`src/hw/syscfg_pkg.sv`:
```
`default_nettype none

package syscfg_pkg;

    // **************************************************
    // Sizes and address map
    // **************************************************

    localparam int NO_TGTS    = 4;
    localparam int NO_IRQS    = 8;
    localparam int ADDR_WIDTH = 32;
    localparam int DATA_WIDTH = 32;

    localparam int TGT_WINDOW = 16;                        // Bytes per target window
    localparam int OFS_W      = $clog2(TGT_WINDOW);
    localparam int TGT_IDX_W  = $clog2(NO_TGTS);
    localparam int MAP_W      = OFS_W + TGT_IDX_W;         // Map covers bytes 0 to 63

    typedef logic [ADDR_WIDTH-1:0] addr_t;
    typedef logic [DATA_WIDTH-1:0] data_t;

    // Register offsets inside one target window
    typedef enum logic [OFS_W-1:0] {
        REG_CTRL      = 4'd0,
        REG_STATUS    = 4'd4,                              // Read only
        REG_BOOT_ADDR = 4'd8,
        REG_IRQ_MASK  = 4'd12
    } reg_offset_e;

    localparam int CTRL_RST_BIT   = 0;
    localparam int CTRL_PAUSE_BIT = 1;
    localparam int STAT_RST_BIT   = 0;
    localparam int STAT_ACK_BIT   = 1;

    localparam addr_t BOOT_ADDR_RESET = 32'h0000_1000;

    // **************************************************
    // Bus and target types
    // **************************************************

    typedef struct packed {
        logic  psel;
        logic  penable;
        logic  pwrite;
        addr_t paddr;
        data_t pwdata;
    } apb_req_t;

    typedef struct packed {
        data_t prdata;
        logic  pready;
        logic  pslverr;
    } apb_rsp_t;

    typedef struct packed {
        logic  rst;                                        // High holds the target in reset
        logic  pause;
        addr_t boot_addr;
        logic  irq;
    } tgt_out_t;

    typedef struct packed {
        logic bootstrap;                                   // Leaves reset on its own
        logic en_boot_addr;
        logic en_irq;
    } tgt_cfg_t;

    // Two power domains, one CPU, one DMA engine
    localparam tgt_cfg_t TGT_CFG [NO_TGTS] = '{
        '{bootstrap: 1'b1, en_boot_addr: 1'b0, en_irq: 1'b0},
        '{bootstrap: 1'b1, en_boot_addr: 1'b0, en_irq: 1'b0},
        '{bootstrap: 1'b0, en_boot_addr: 1'b1, en_irq: 1'b1},
        '{bootstrap: 1'b0, en_boot_addr: 1'b0, en_irq: 1'b1}
    };

    typedef enum logic [1:0] {
        PS_IDLE,
        PS_PAUSING,
        PS_PAUSED,
        PS_RELEASING
    } pause_state_e;

endpackage

`default_nettype wire

```
`src/hw/syscfg_apb_decoder.sv`:
```
`timescale 1ns/1ps
`default_nettype none

module syscfg_apb_decoder import syscfg_pkg::*; (
    input  logic     clk,
    input  logic     rst_n,

    input  apb_req_t req,
    output apb_rsp_t rsp,

    output apb_req_t tgt_req [NO_TGTS],
    input  apb_rsp_t tgt_rsp [NO_TGTS]
);

    logic [TGT_IDX_W-1:0] addr_idx;
    logic                 addr_err;
    logic [TGT_IDX_W-1:0] idx_q;
    logic                 err_q;
    logic [TGT_IDX_W-1:0] sel_idx;
    logic                 sel_err;
    logic                 setup;
    logic                 access;

    assign addr_idx = req.paddr[MAP_W-1:OFS_W];
    assign addr_err = |req.paddr[ADDR_WIDTH-1:MAP_W];      // Beyond the last window

    assign setup  = req.psel && !req.penable;
    assign access = req.psel && req.penable;

    // **************************************************
    // Hold the decode across the transfer
    // **************************************************

    always_ff @(posedge clk) begin
        if (!rst_n) begin
            idx_q <= '0;
            err_q <= 1'b0;
        end else if (setup) begin
            idx_q <= addr_idx;
            err_q <= addr_err;
        end
    end

    // Live decode in setup, held decode in access
    assign sel_idx = req.penable ? idx_q : addr_idx;
    assign sel_err = req.penable ? err_q : addr_err;

    always_comb begin
        for (int i = 0; i < NO_TGTS; i++) begin
            tgt_req[i]      = req;
            tgt_req[i].psel = req.psel && !sel_err && (sel_idx == TGT_IDX_W'(i));
        end
    end

    // **************************************************
    // Response path
    // **************************************************

    always_comb begin
        if (sel_err) begin
            rsp.prdata  = '0;
            rsp.pready  = access;
            rsp.pslverr = access;                          // Out-of-map error
        end else begin
            rsp = tgt_rsp[sel_idx];
        end
    end

endmodule

`default_nettype wire

```
`src/hw/syscfg_tgt.sv`:
```
`timescale 1ns/1ps
`default_nettype none

module syscfg_tgt import syscfg_pkg::*; #(
    parameter tgt_cfg_t CFG = '0
) (
    input  logic               clk,
    input  logic               rst_n,

    input  apb_req_t           req,
    output apb_rsp_t           rsp,

    input  logic               seq_pause,
    input  logic               pause_ack,
    input  logic [NO_IRQS-1:0] irq_vec,

    output tgt_out_t           tgt_out
);

    reg_offset_e        offset;
    logic               access;
    logic               wr_en;
    logic               rd_en;
    data_t              rd_data;

    logic               ctrl_rst_q;
    logic               ctrl_pause_q;
    addr_t              boot_addr_q;
    logic [NO_IRQS-1:0] irq_mask_q;

    assign offset = reg_offset_e'(req.paddr[OFS_W-1:0]);
    assign access = req.psel && req.penable;
    assign wr_en  = access && req.pwrite;
    assign rd_en  = access && !req.pwrite;

    // **************************************************
    // Register writes
    // **************************************************

    always_ff @(posedge clk) begin
        if (!rst_n) begin
            ctrl_rst_q   <= !CFG.bootstrap;                // Bootstrap targets start running
            ctrl_pause_q <= 1'b0;
            boot_addr_q  <= BOOT_ADDR_RESET;
            irq_mask_q   <= '0;
        end else if (wr_en) begin
            case (offset)
                REG_CTRL: begin
                    ctrl_rst_q   <= req.pwdata[CTRL_RST_BIT];
                    ctrl_pause_q <= req.pwdata[CTRL_PAUSE_BIT];
                end
                REG_BOOT_ADDR: begin
                    if (CFG.en_boot_addr) begin
                        boot_addr_q <= req.pwdata;
                    end
                end
                REG_IRQ_MASK: begin
                    if (CFG.en_irq) begin
                        irq_mask_q <= req.pwdata[NO_IRQS-1:0];
                    end
                end
                default: begin
                end                                        // STATUS and holes ignore writes
            endcase
        end
    end

    // **************************************************
    // Register reads
    // **************************************************

    always_comb begin
        rd_data = '0;
        case (offset)
            REG_CTRL: begin
                rd_data[CTRL_RST_BIT]   = ctrl_rst_q;
                rd_data[CTRL_PAUSE_BIT] = ctrl_pause_q;
            end
            REG_STATUS: begin
                rd_data[STAT_RST_BIT] = ctrl_rst_q;
                rd_data[STAT_ACK_BIT] = pause_ack;         // Live device acknowledge
            end
            REG_BOOT_ADDR: begin
                if (CFG.en_boot_addr) begin
                    rd_data = boot_addr_q;
                end
            end
            REG_IRQ_MASK: begin
                if (CFG.en_irq) begin
                    rd_data[NO_IRQS-1:0] = irq_mask_q;
                end
            end
            default: begin
                rd_data = '0;
            end
        endcase
    end

    assign rsp.prdata  = rd_en ? rd_data : '0;
    assign rsp.pready  = access;                           // Zero wait states
    assign rsp.pslverr = 1'b0;

    // **************************************************
    // Target outputs
    // **************************************************

    assign tgt_out.rst       = ctrl_rst_q;
    assign tgt_out.pause     = ctrl_pause_q || seq_pause;
    assign tgt_out.boot_addr = CFG.en_boot_addr ? boot_addr_q : '0;
    assign tgt_out.irq       = CFG.en_irq && |(irq_vec & irq_mask_q);

endmodule

`default_nettype wire

```
`src/hw/syscfg_pause_seq.sv`:
```
`timescale 1ns/1ps
`default_nettype none

module syscfg_pause_seq import syscfg_pkg::*; (
    input  logic               clk,
    input  logic               rst_n,

    input  logic               pause_req,
    output logic               pause_ack,

    output logic [NO_TGTS-1:0] tgt_pause,
    input  logic [NO_TGTS-1:0] tgt_ack
);

    pause_state_e         state_q;
    logic [TGT_IDX_W-1:0] idx_q;
    logic [TGT_IDX_W-1:0] idx_nxt;
    logic [NO_TGTS-1:0]   pause_q;
    logic                 ack_q;
    logic                 last_tgt;

    assign idx_nxt  = idx_q + TGT_IDX_W'(1);
    assign last_tgt = (idx_q == TGT_IDX_W'(NO_TGTS - 1));

    // **************************************************
    // Serial pause FSM
    // **************************************************

    always_ff @(posedge clk) begin
        if (!rst_n) begin
            state_q <= PS_IDLE;
            idx_q   <= '0;
            pause_q <= '0;
            ack_q   <= 1'b0;
        end else begin
            case (state_q)
                PS_IDLE: begin
                    if (pause_req) begin
                        idx_q      <= '0;
                        pause_q[0] <= 1'b1;                // Start with target 0
                        state_q    <= PS_PAUSING;
                    end
                end
                PS_PAUSING: begin
                    if (!pause_req) begin
                        pause_q <= '0;                     // Abort releases what was paused
                        state_q <= PS_RELEASING;
                    end else if (tgt_ack[idx_q]) begin
                        if (last_tgt) begin
                            ack_q   <= 1'b1;
                            state_q <= PS_PAUSED;
                        end else begin
                            idx_q            <= idx_nxt;
                            pause_q[idx_nxt] <= 1'b1;
                        end
                    end
                end
                PS_PAUSED: begin
                    if (!pause_req) begin
                        pause_q <= '0;                     // All released at once
                        state_q <= PS_RELEASING;
                    end
                end
                PS_RELEASING: begin
                    if (tgt_ack == '0) begin
                        ack_q   <= 1'b0;
                        state_q <= PS_IDLE;
                    end
                end
                default: begin
                    state_q <= PS_IDLE;
                end
            endcase
        end
    end

    assign tgt_pause = pause_q;
    assign pause_ack = ack_q;

endmodule

`default_nettype wire

```
`src/hw/syscfg_top.sv`:
```
`timescale 1ns/1ps
`default_nettype none

module syscfg_top import syscfg_pkg::*; (
    input  logic               clk,
    input  logic               rst_n,

    input  apb_req_t           apb_req,
    output apb_rsp_t           apb_rsp,

    input  logic [NO_IRQS-1:0] irq_vec,

    input  logic               pause_req,
    output logic               pause_ack,

    input  logic [NO_TGTS-1:0] tgt_pause_ack,
    output tgt_out_t           tgt_out [NO_TGTS]
);

    apb_req_t           tgt_req [NO_TGTS];
    apb_rsp_t           tgt_rsp [NO_TGTS];
    logic [NO_TGTS-1:0] seq_pause;
    logic [NO_TGTS-1:0] seq_ack;

    // **************************************************
    // APB decode and pause sequencing
    // **************************************************

    syscfg_apb_decoder u_decoder (
        .clk     (clk),
        .rst_n   (rst_n),
        .req     (apb_req),
        .rsp     (apb_rsp),
        .tgt_req (tgt_req),
        .tgt_rsp (tgt_rsp)
    );

    syscfg_pause_seq u_pause_seq (
        .clk       (clk),
        .rst_n     (rst_n),
        .pause_req (pause_req),
        .pause_ack (pause_ack),
        .tgt_pause (seq_pause),
        .tgt_ack   (seq_ack)
    );

    // **************************************************
    // One register block per target
    // **************************************************

    for (genvar i = 0; i < NO_TGTS; i++) begin : g_tgt
        // An ack still held by the CTRL pause bit counts as released
        assign seq_ack[i] = tgt_pause_ack[i] && (seq_pause[i] || !tgt_out[i].pause);

        syscfg_tgt #(
            .CFG (TGT_CFG[i])
        ) u_tgt (
            .clk       (clk),
            .rst_n     (rst_n),
            .req       (tgt_req[i]),
            .rsp       (tgt_rsp[i]),
            .seq_pause (seq_pause[i]),
            .pause_ack (tgt_pause_ack[i]),
            .irq_vec   (irq_vec),
            .tgt_out   (tgt_out[i])
        );
    end

endmodule

`default_nettype wire

```
`config.mk`:
```
export PLATFORM = sky130hd
export DESIGN_NAME = syscfg_top
export DESIGN_NICKNAME = d
export VERILOG_FILES = /design/src/hw/syscfg_pkg.sv /design/src/hw/syscfg_apb_decoder.sv /design/src/hw/syscfg_tgt.sv /design/src/hw/syscfg_pause_seq.sv /design/src/hw/syscfg_top.sv
export SDC_FILE = /design/constraint.sdc
export NUM_CORES = 1
export LEC_CHECK = 0
export BUFFER_PORTS_ARGS = -buffer_cell sky130_fd_sc_hd__buf_2
export CORE_AREA = 2 2 101 103
export CTS_BUF_LIST = sky130_fd_sc_hd__clkbuf_4 sky130_fd_sc_hd__clkbuf_8
export DETAILED_ROUTE_END_ITERATION = 8
export DIE_AREA = 0 0 103 105
export PLACE_DENSITY_LB_ADDON = 0.25
export RECOVER_POWER = 25
export SYNTH_ARGS = -nofsm -noshare
export SYNTH_HDL_FRONTEND = slang
export SYNTH_SLANG_ARGS = --single-unit
```
`constraint.sdc`:
```
create_clock -name clk -period 2.1 [get_ports clk]
set_input_delay 0.21 -clock clk [delete_from_list [all_inputs] [get_ports clk]]
set_output_delay 0.21 -clock clk [all_outputs]
set_load 0.1 [all_outputs]
```
==> impl_metrics.env, run 1 <==
export IMPL_htreeDepth=3
export IMPL_grt_pass1_vias=3941
export IMPL_seqPwrFrac_pct=32.4
export IMPL_async_reset_ff_share_pct=0
export IMPL_die_h_microns=105
export IMPL_cp_start_kind="flip-flop"
export IMPL_synthCells=549
export IMPL_netSwitchingFraction_pct=42.21
export IMPL_grt_max_degree=38
export IMPL_dp_hpwl_microns=9245
export IMPL_p_int_mw=2.446
export IMPL_synth_seq_cells=68
export IMPL_core_area_sq_mm=0.009639
export IMPL_mostFrequentLayoutCells="125 x buf_2, 98 x conb_1, 90 x nand2_1"
export IMPL_finalWeightedCongestion=0.8772
export IMPL_fin_area_sq_mm=0.006116
export IMPL_cts_root_buf="clkbuf_8"
export IMPL_vias=4204
export IMPL_cts_hold_fix_buffers=0
export IMPL_finalCriticalPeriod_ps=2430
export IMPL_dieArea_sq_mm=0.01082
export IMPL_finalCritPeriodShare_pct=115.7
export IMPL_clock_sinks=68
export IMPL_worstHoldPathType="primary input to flip-flop"
export IMPL_dp_cells=839
export IMPL_io_pins=257
export IMPL_cp_required_ps=1890
export IMPL_drt_initial_drc_count=172
export IMPL_clk_path_buf_depth=2
export IMPL_ir_drop_v=0.0005604
export IMPL_power_density_mw_per_mm2=692.1
export IMPL_wl_per_cell_microns=14.45
export IMPL_wirelength_microns=12440
export IMPL_dp_slack_ps=-38.74
export IMPL_final_core_util_pct=63.45
export IMPL_drive_gt1_share_pct=36.81
export IMPL_drc=0
export IMPL_hold_viol=0
export IMPL_clk_pin_slew_ps=70
export IMPL_setup_slack_ps=-330.3
export IMPL_tightest_slew_ps=518.1
export IMPL_combPwrFrac_pct=36.1
export IMPL_path_max_fanout=6
export IMPL_hold_path_end="g_tgt[2].u_tgt.boot_addr_q[12]"
export IMPL_fin_hold_ws_ps=82.12
export IMPL_antennaDiodeCount=0
export IMPL_fin_nets=815
export IMPL_whs_path_depth=3
export IMPL_ys_flop_type="dfxtp_1"
export IMPL_final_common_cell="buf_2"
export IMPL_die_x_microns=103
export IMPL_port_buffers=158
export IMPL_rows=36
export IMPL_start_util_pct=45.65
export IMPL_reg2reg_depth=7
export IMPL_critPathKind="flip-flop to primary output"
export IMPL_cap_violations=0
export IMPL_relSlewSlack_pct=65.70
export IMPL_hold_start="apb_req[12]"
export IMPL_status="complete, but fails checks"
export IMPL_max_freq_ghz=0.4115
export IMPL_ys_warn_count=0
export IMPL_dr_pass1_iters=4
export IMPL_cts_tree="built"
export IMPL_avgSynthCellArea_sq_um=8.015
export IMPL_grtUsageTotal_pct=21.52
export IMPL_netlist_area_sq_mm=0.004400
export IMPL_cts_buffers=9
export IMPL_rsz0062_at_grt="yes"
export IMPL_violations="setup timing"
export IMPL_ys_seq_area_share_pct=30.94
export IMPL_skew_ps=8.108
export IMPL_reg2reg_slack_ps=120
export IMPL_drv_slew=0
export IMPL_power_switching_mw=1.787
export IMPL_synth_edf_count=0
export IMPL_antenna_found_initial=0
export IMPL_ant_nets=0
export IMPL_endpoint_kind="primary output"
export IMPL_r2r_start="u_decoder.err_q"
export IMPL_worst_endpoint_arrival_ps=2220
export IMPL_clk_latency_ps=340
export IMPL_grt_pass1_wl_microns=18600
export IMPL_viasPerCell=4.883
export IMPL_placed_cell_area_sq_mm=0.005659
export IMPL_gr_total_overflow=0
export IMPL_instances_no_fill=861
export IMPL_synth_distinct_cells=59
export IMPL_reg2reg_to="g_tgt[2].u_tgt.irq_mask_q[5]"
export IMPL_clkPwrFrac_pct=31.5
export IMPL_setup_viol=32
export IMPL_syn2layout_area_growth_pct=38.98
export IMPL_p_leak_nw=2.671
==> cells by family (layout without fill, tap and decap cells) <==
family	after synthesis	after routing	share of synthesized area [%]
AOI/OAI and AO/OA	99	99	14.16
adders and majority gates	10	10	2.843
and+or+nand+nor	208	208	24.54
buffers and inverters	136	218	20.64
other	1	98	0.08522
muxes	27	27	6.795
DFF	68	68	30.94
==> through the flow <==
stage               power [mW]  setup TNS [ps]
floorplan                2.817           -2369
global placement         2.878          -43.53
detailed placement       2.902          -233.3
CTS                      4.244           -8257
global route             4.397          -10680
finish                   4.233           -8657
==> state kept, by name, indices dropped and copies added, names as in the netlist <==
name and cells:
g_tgt.u_tgt.ctrl_rst_q 4, u_pause_seq.pause_ack 1, u_pause_seq.tgt_pause 4, u_pause_seq.idx_q 2, g_tgt.u_tgt.irq_mask_q 16, u_decoder.idx_q 2, g_tgt.u_tgt.boot_addr_q 32, g_tgt.u_tgt.ctrl_pause_q 4
u_pause_seq.state_q 2, u_decoder.err_q 1
==> cell type report <==
type	instances	area [sq um]
Multi-Input combinational cell	442	2701
Clock buffer	10	137.6
Clock inverter	6	111.4
Inverter	13	48.80
Fill cell	830	3523
Timing Repair Buffer	189	1585
Tap cell	133	166.4
Sequential cell	68	1365
==> how the worst max path moves through the flow <==
stage / from / endpoint / slack [ps] / cells after the start
floorplan: u_decoder.err_q / apb_rsp[2] / -630 / 6
global placement: apb_req[64] / apb_rsp[2] / -40 / 7
detailed placement: apb_req[64] / apb_rsp[2] / -40 / 7
CTS: u_decoder.err_q / apb_rsp[11] / -330 / 7
global route: u_decoder.err_q / apb_rsp[2] / -390 / 6
finish: u_decoder.err_q / apb_rsp[15] / -330 / 7
==> what timing repair did <==
item,4_1_cts,5_1_grt
endpoints found under the setup margin,26,32
pin swaps,14,14
buffers inserted,1,4
cloned,1,1
gates resized for setup,12,18
==> cells in the mapped netlist, types with 2 or more instances <==
library cell	number	area, sq um
a211oi_1	2	15.01
nor3_1	3	15.01
nand2b_1	2	12.51
nor4bb_1	3	30.03
nor3b_1	2	15.01
and2_1	26	162.7
inv_1	13	48.80
buf_2	7	35.03
ha_1	10	125.1
and2b_1	2	15.01
mux4_2	2	45.04
or2_2	4	25.02
or3_1	2	12.51
nand4_1	4	25.02
dfxtp_1	68	1361
a21oi_1	42	210.2
nor2_1	29	108.9
nor2b_1	4	25.02
nand3b_1	2	15.01
mux2i_1	22	220.2
clkbuf_1	10	37.54
o21ba_2	3	30.03
a22oi_1	16	120.1
a31oi_1	7	43.79
nand2_1	90	337.8
nor4_1	10	62.56
buf_4	103	773.2
clkbuf_2	2	10.01
mux2_2	3	33.78
o21ai_0	16	80.08
nand3_1	9	45.04
nand4b_1	2	17.52
or3b_1	2	17.52
a211o_1	2	17.52
==> power groups by stage <==
| stage | sequential, mW | combinational, mW | clock, mW |
|---|---|---|---|
| floorplan | 1.39 | 1.42 | 0 |
| global placement | 1.40 | 1.48 | 0 |
| detailed placement | 1.40 | 1.50 | 0 |
| CTS | 1.37 | 1.51 | 1.36 |
| global route | 1.38 | 1.61 | 1.41 |
| finish | 1.37 | 1.53 | 1.33 |
==> metal layers <==
metal / GRT usage (%) / vias to the layer above / wire length [microns]
li1: - / 2026 / -
met1: 25.91 / 1966 / 5027
met2: 37.57 / 193 / 6415
met3: 3.211 / 19 / 756
met4: 8.647 / 0 / 245
met5: 0 / - / 0
==> worst max-delay path: stages, from the launching register on <==
cell,delay (ps)
dfxtp_2,320
nand4bb_4,190
or3b_4,410
buf_8,140
and2b_4,330
clkbuf_16,180
and2_4,150
buf_12,160
No activity file was read; power rests on OpenSTA's default activity.
==> inputs of run 2 (changes only) <==
Settings changed: BUFFER_PORTS_ARGS -buffer_cell sky130_fd_sc_hd__buf_2 to -buffer_cell sky130_fd_sc_hd__buf_4.
==> run 2 against run 1 <==
Net effect:
- the run still ends with setup timing left
- setup slack worse by 6.3 ps
- sequential power hardly changed
- die area stayed put
- first-iteration DRC count is 4.1% lower
- maximum frequency is 0.26% lower
- sequential share of layout area is 0.65 points lower
- wire length is 3.7% higher
- sequential cell count stayed put
- via count is 2.1% higher
- largest cell class unchanged
==> impl_metrics.env, run 2 (synthesis gave the netlist of run 1 again) <==
export IMPL_status="complete, but fails checks"
export IMPL_violations="setup timing"
export IMPL_drv_slew=0
export IMPL_grt_pass1_vias=3935
export IMPL_clock_sinks=68
export IMPL_setup_slack_ps=-336.6
export IMPL_final_core_util_pct=65.34
export IMPL_cp_start_kind="flip-flop"
export IMPL_grtUsageTotal_pct=22.38
export IMPL_top_regs="g_tgt.u_tgt.boot_addr_q (32), g_tgt.u_tgt.irq_mask_q (16)"
export IMPL_worstPathBufferInverterCount=4
export IMPL_mostFrequentLayoutCells="121 x buf_4, 98 x conb_1, 90 x nand2_1"
export IMPL_endpoint_kind="primary output"
export IMPL_top_register="g_tgt.u_tgt.boot_addr_q"
export IMPL_rows=36
export IMPL_die_h_microns=105
export IMPL_grt_use_met2_pct=40.40
export IMPL_finalCriticalPeriod_ps=2437
export IMPL_netSwitchingFraction_pct=44.63
export IMPL_syn2layout_area_growth_pct=43.13
export IMPL_dp_hpwl_microns=9099
export IMPL_worstHoldPathType="primary input to flip-flop"
export IMPL_grt_use_met1_pct=26.99
export IMPL_die_x_microns=103
export IMPL_drive_gt1_share_pct=36.26
export IMPL_clk_pin_slew_ps=70
export IMPL_power_density_mw_per_mm2=628.8
export IMPL_grt_max_degree=38
export IMPL_gr_total_overflow=0
export IMPL_path_max_fanout=6
export IMPL_final_common_cell="buf_4"
export IMPL_fin_nets=816
export IMPL_nFillCells=809
export IMPL_drc=0
export IMPL_cts_tree="built"
export IMPL_grt_pass1_wl_microns=19250
export IMPL_setup_viol=27
export IMPL_dp_slack_ps=-119.9
export IMPL_start_util_pct=45.65
export IMPL_skew_ps=4.165
export IMPL_cts_root_buf="clkbuf_8"
export IMPL_dieArea_sq_mm=0.01082
export IMPL_path_cells="nand4bb_4 -> or3b_4 -> buf_4 -> and2b_2 -> buf_6 -> buf_16 -> and2_4 -> buf_12"
export IMPL_multi_input_area_sq_mm=0.002686
export IMPL_hold_viol=0
export IMPL_critPathKind="flip-flop to primary output"
export IMPL_tightest_slew_ps=1173
export IMPL_seqPwrFrac_pct=34.7
export IMPL_clk_latency_ps=340
export IMPL_clk_path_buf_depth=2
export IMPL_grt_busiest_layer="met2"
export IMPL_antenna_found_initial=0
export IMPL_p_int_mw=2.193
export IMPL_max_freq_ghz=0.4104
export IMPL_port_buffers=158
export IMPL_cp_required_ps=1890
export IMPL_rsz0062_at_grt="yes"
export IMPL_worst_endpoint_arrival_ps=2230
export IMPL_hold_start="apb_req[12]"
export IMPL_cp_slowest_cell="or3b_4"
export IMPL_cp_startpoint="u_decoder.err_q"
export IMPL_clkPwrFrac_pct=25.8
export IMPL_finalCritPeriodShare_pct=116.0
export IMPL_crit_family="simple AND/OR/NAND/NOR gates"
export IMPL_finalWeightedCongestion=0.8337
export IMPL_cts_hold_fix_buffers=0
export IMPL_p_leak_nw=2.668
export IMPL_r2r_start="u_pause_seq.state_q[0]"
export IMPL_cap_violations=0
export IMPL_grt_util_met3_pct=3.813
export IMPL_slowest_delay_ps=400
export IMPL_largest_reg_flops=32
export IMPL_relSlewSlack_pct=22.14
export IMPL_wl_per_cell_microns=14.99
export IMPL_combPwrFrac_pct=39.5
export IMPL_ant_nets=0
export IMPL_vias=4293
export IMPL_io_pins=257
export IMPL_cts_buffers=9
export IMPL_wirelength_microns=12910
export IMPL_drt_initial_drc_count=165
export IMPL_htreeDepth=3
export IMPL_seq_area_sq_mm=0.001365
export IMPL_core_area_sq_mm=0.009639
export IMPL_power_switching_mw=1.767
export IMPL_dr_pass1_iters=5
export IMPL_viasPerCell=4.986
export IMPL_ir_drop_v=0.0005478
export IMPL_antennaDiodeCount=0
==> run 2: changes by cell type in the layout (fill, tap and decap cells not counted), sizes merged <==
| cell | change |
|---|---|
| buf | -23 |
| inv | -1 |
| clkinv | -1 |
| bufinv | -3 |
| clkbuf | +28 |
==> run 2: routing by layer <==
metal  vias to the layer above  part of all wire, %
li1                       2032                    -
met1                      2024                   38
met2                       214                   53
met3                        23                  7.5
met4                         0                  1.2
met5                         -                    0
==> run 2: path summary, 6_finish.rpt <==
path,to,slack (ps),cells after the start
max,apb_rsp[24],-340,8
min,g_tgt[2].u_tgt.boot_addr_q[12],80,3
max reg2reg,u_pause_seq.tgt_pause[0],170,7
min reg2reg,g_tgt[2].u_tgt.boot_addr_q[9],470,2
==> run 2: layout make-up <==
| class | count | share of cell area (%) |
|---|---|---|
| clock buffer | 14 | 2.761 |
| clock inverter | 1 | 0.1192 |
| inverter | 13 | 0.7747 |
| multi-input combinational | 442 | 42.65 |
| sequential | 68 | 21.67 |
| tap | 133 | 2.642 |
| timing repair buffer | 190 | 29.38 |
==> run 2: repair_timing <==
item	in CTS	in global routing
cloned	3	0
setup endpoints to repair	32	32
pin swaps	4	14
gates resized for setup	90	30
setup buffers	2	3
==> run 2: stage by stage <==
| stage | setup TNS [ps] | cells | power, mW | instance area [sq um] | hold slack (ps) |
|---|---|---|---|---|---|
| 2_1_floorplan | -2369 | 646 | 2.817 | 4875 | 334.3 |
| 3_3_place_gp | -138.4 | 838 | 2.921 | 5567 | 418.1 |
| 3_5_place_dp | -154.8 | 838 | 2.946 | 5567 | 422.5 |
| 4_1_cts | -5907 | 858 | 3.971 | 6201 | 62.55 |
| 5_1_grt | -10400 | 861 | 4.118 | 6299 | 68.88 |
| 6_report | -8120 | 861 | 3.960 | 6299 | 80.34 |
==> run 2: worst register-to-register path: stages, from the launching register on <==
cell and delay, ps:
dfxtp_1 420, inv_1 110, ha_1 260, nor2b_1 150
a211oi_1 300, o21ai_0 120, or3_1 330, a31oi_1 170
==> run 2: power groups by stage <==
stage | combinational (mW) | clock, mW | sequential [mW]
after global routing | 1.64 | 1.10 | 1.38
after detailed placement | 1.54 | 0 | 1.40
final | 1.56 | 1.02 | 1.37
after CTS | 1.55 | 1.05 | 1.37
after global placement | 1.52 | 0 | 1.40
after floorplan | 1.42 | 0 | 1.39
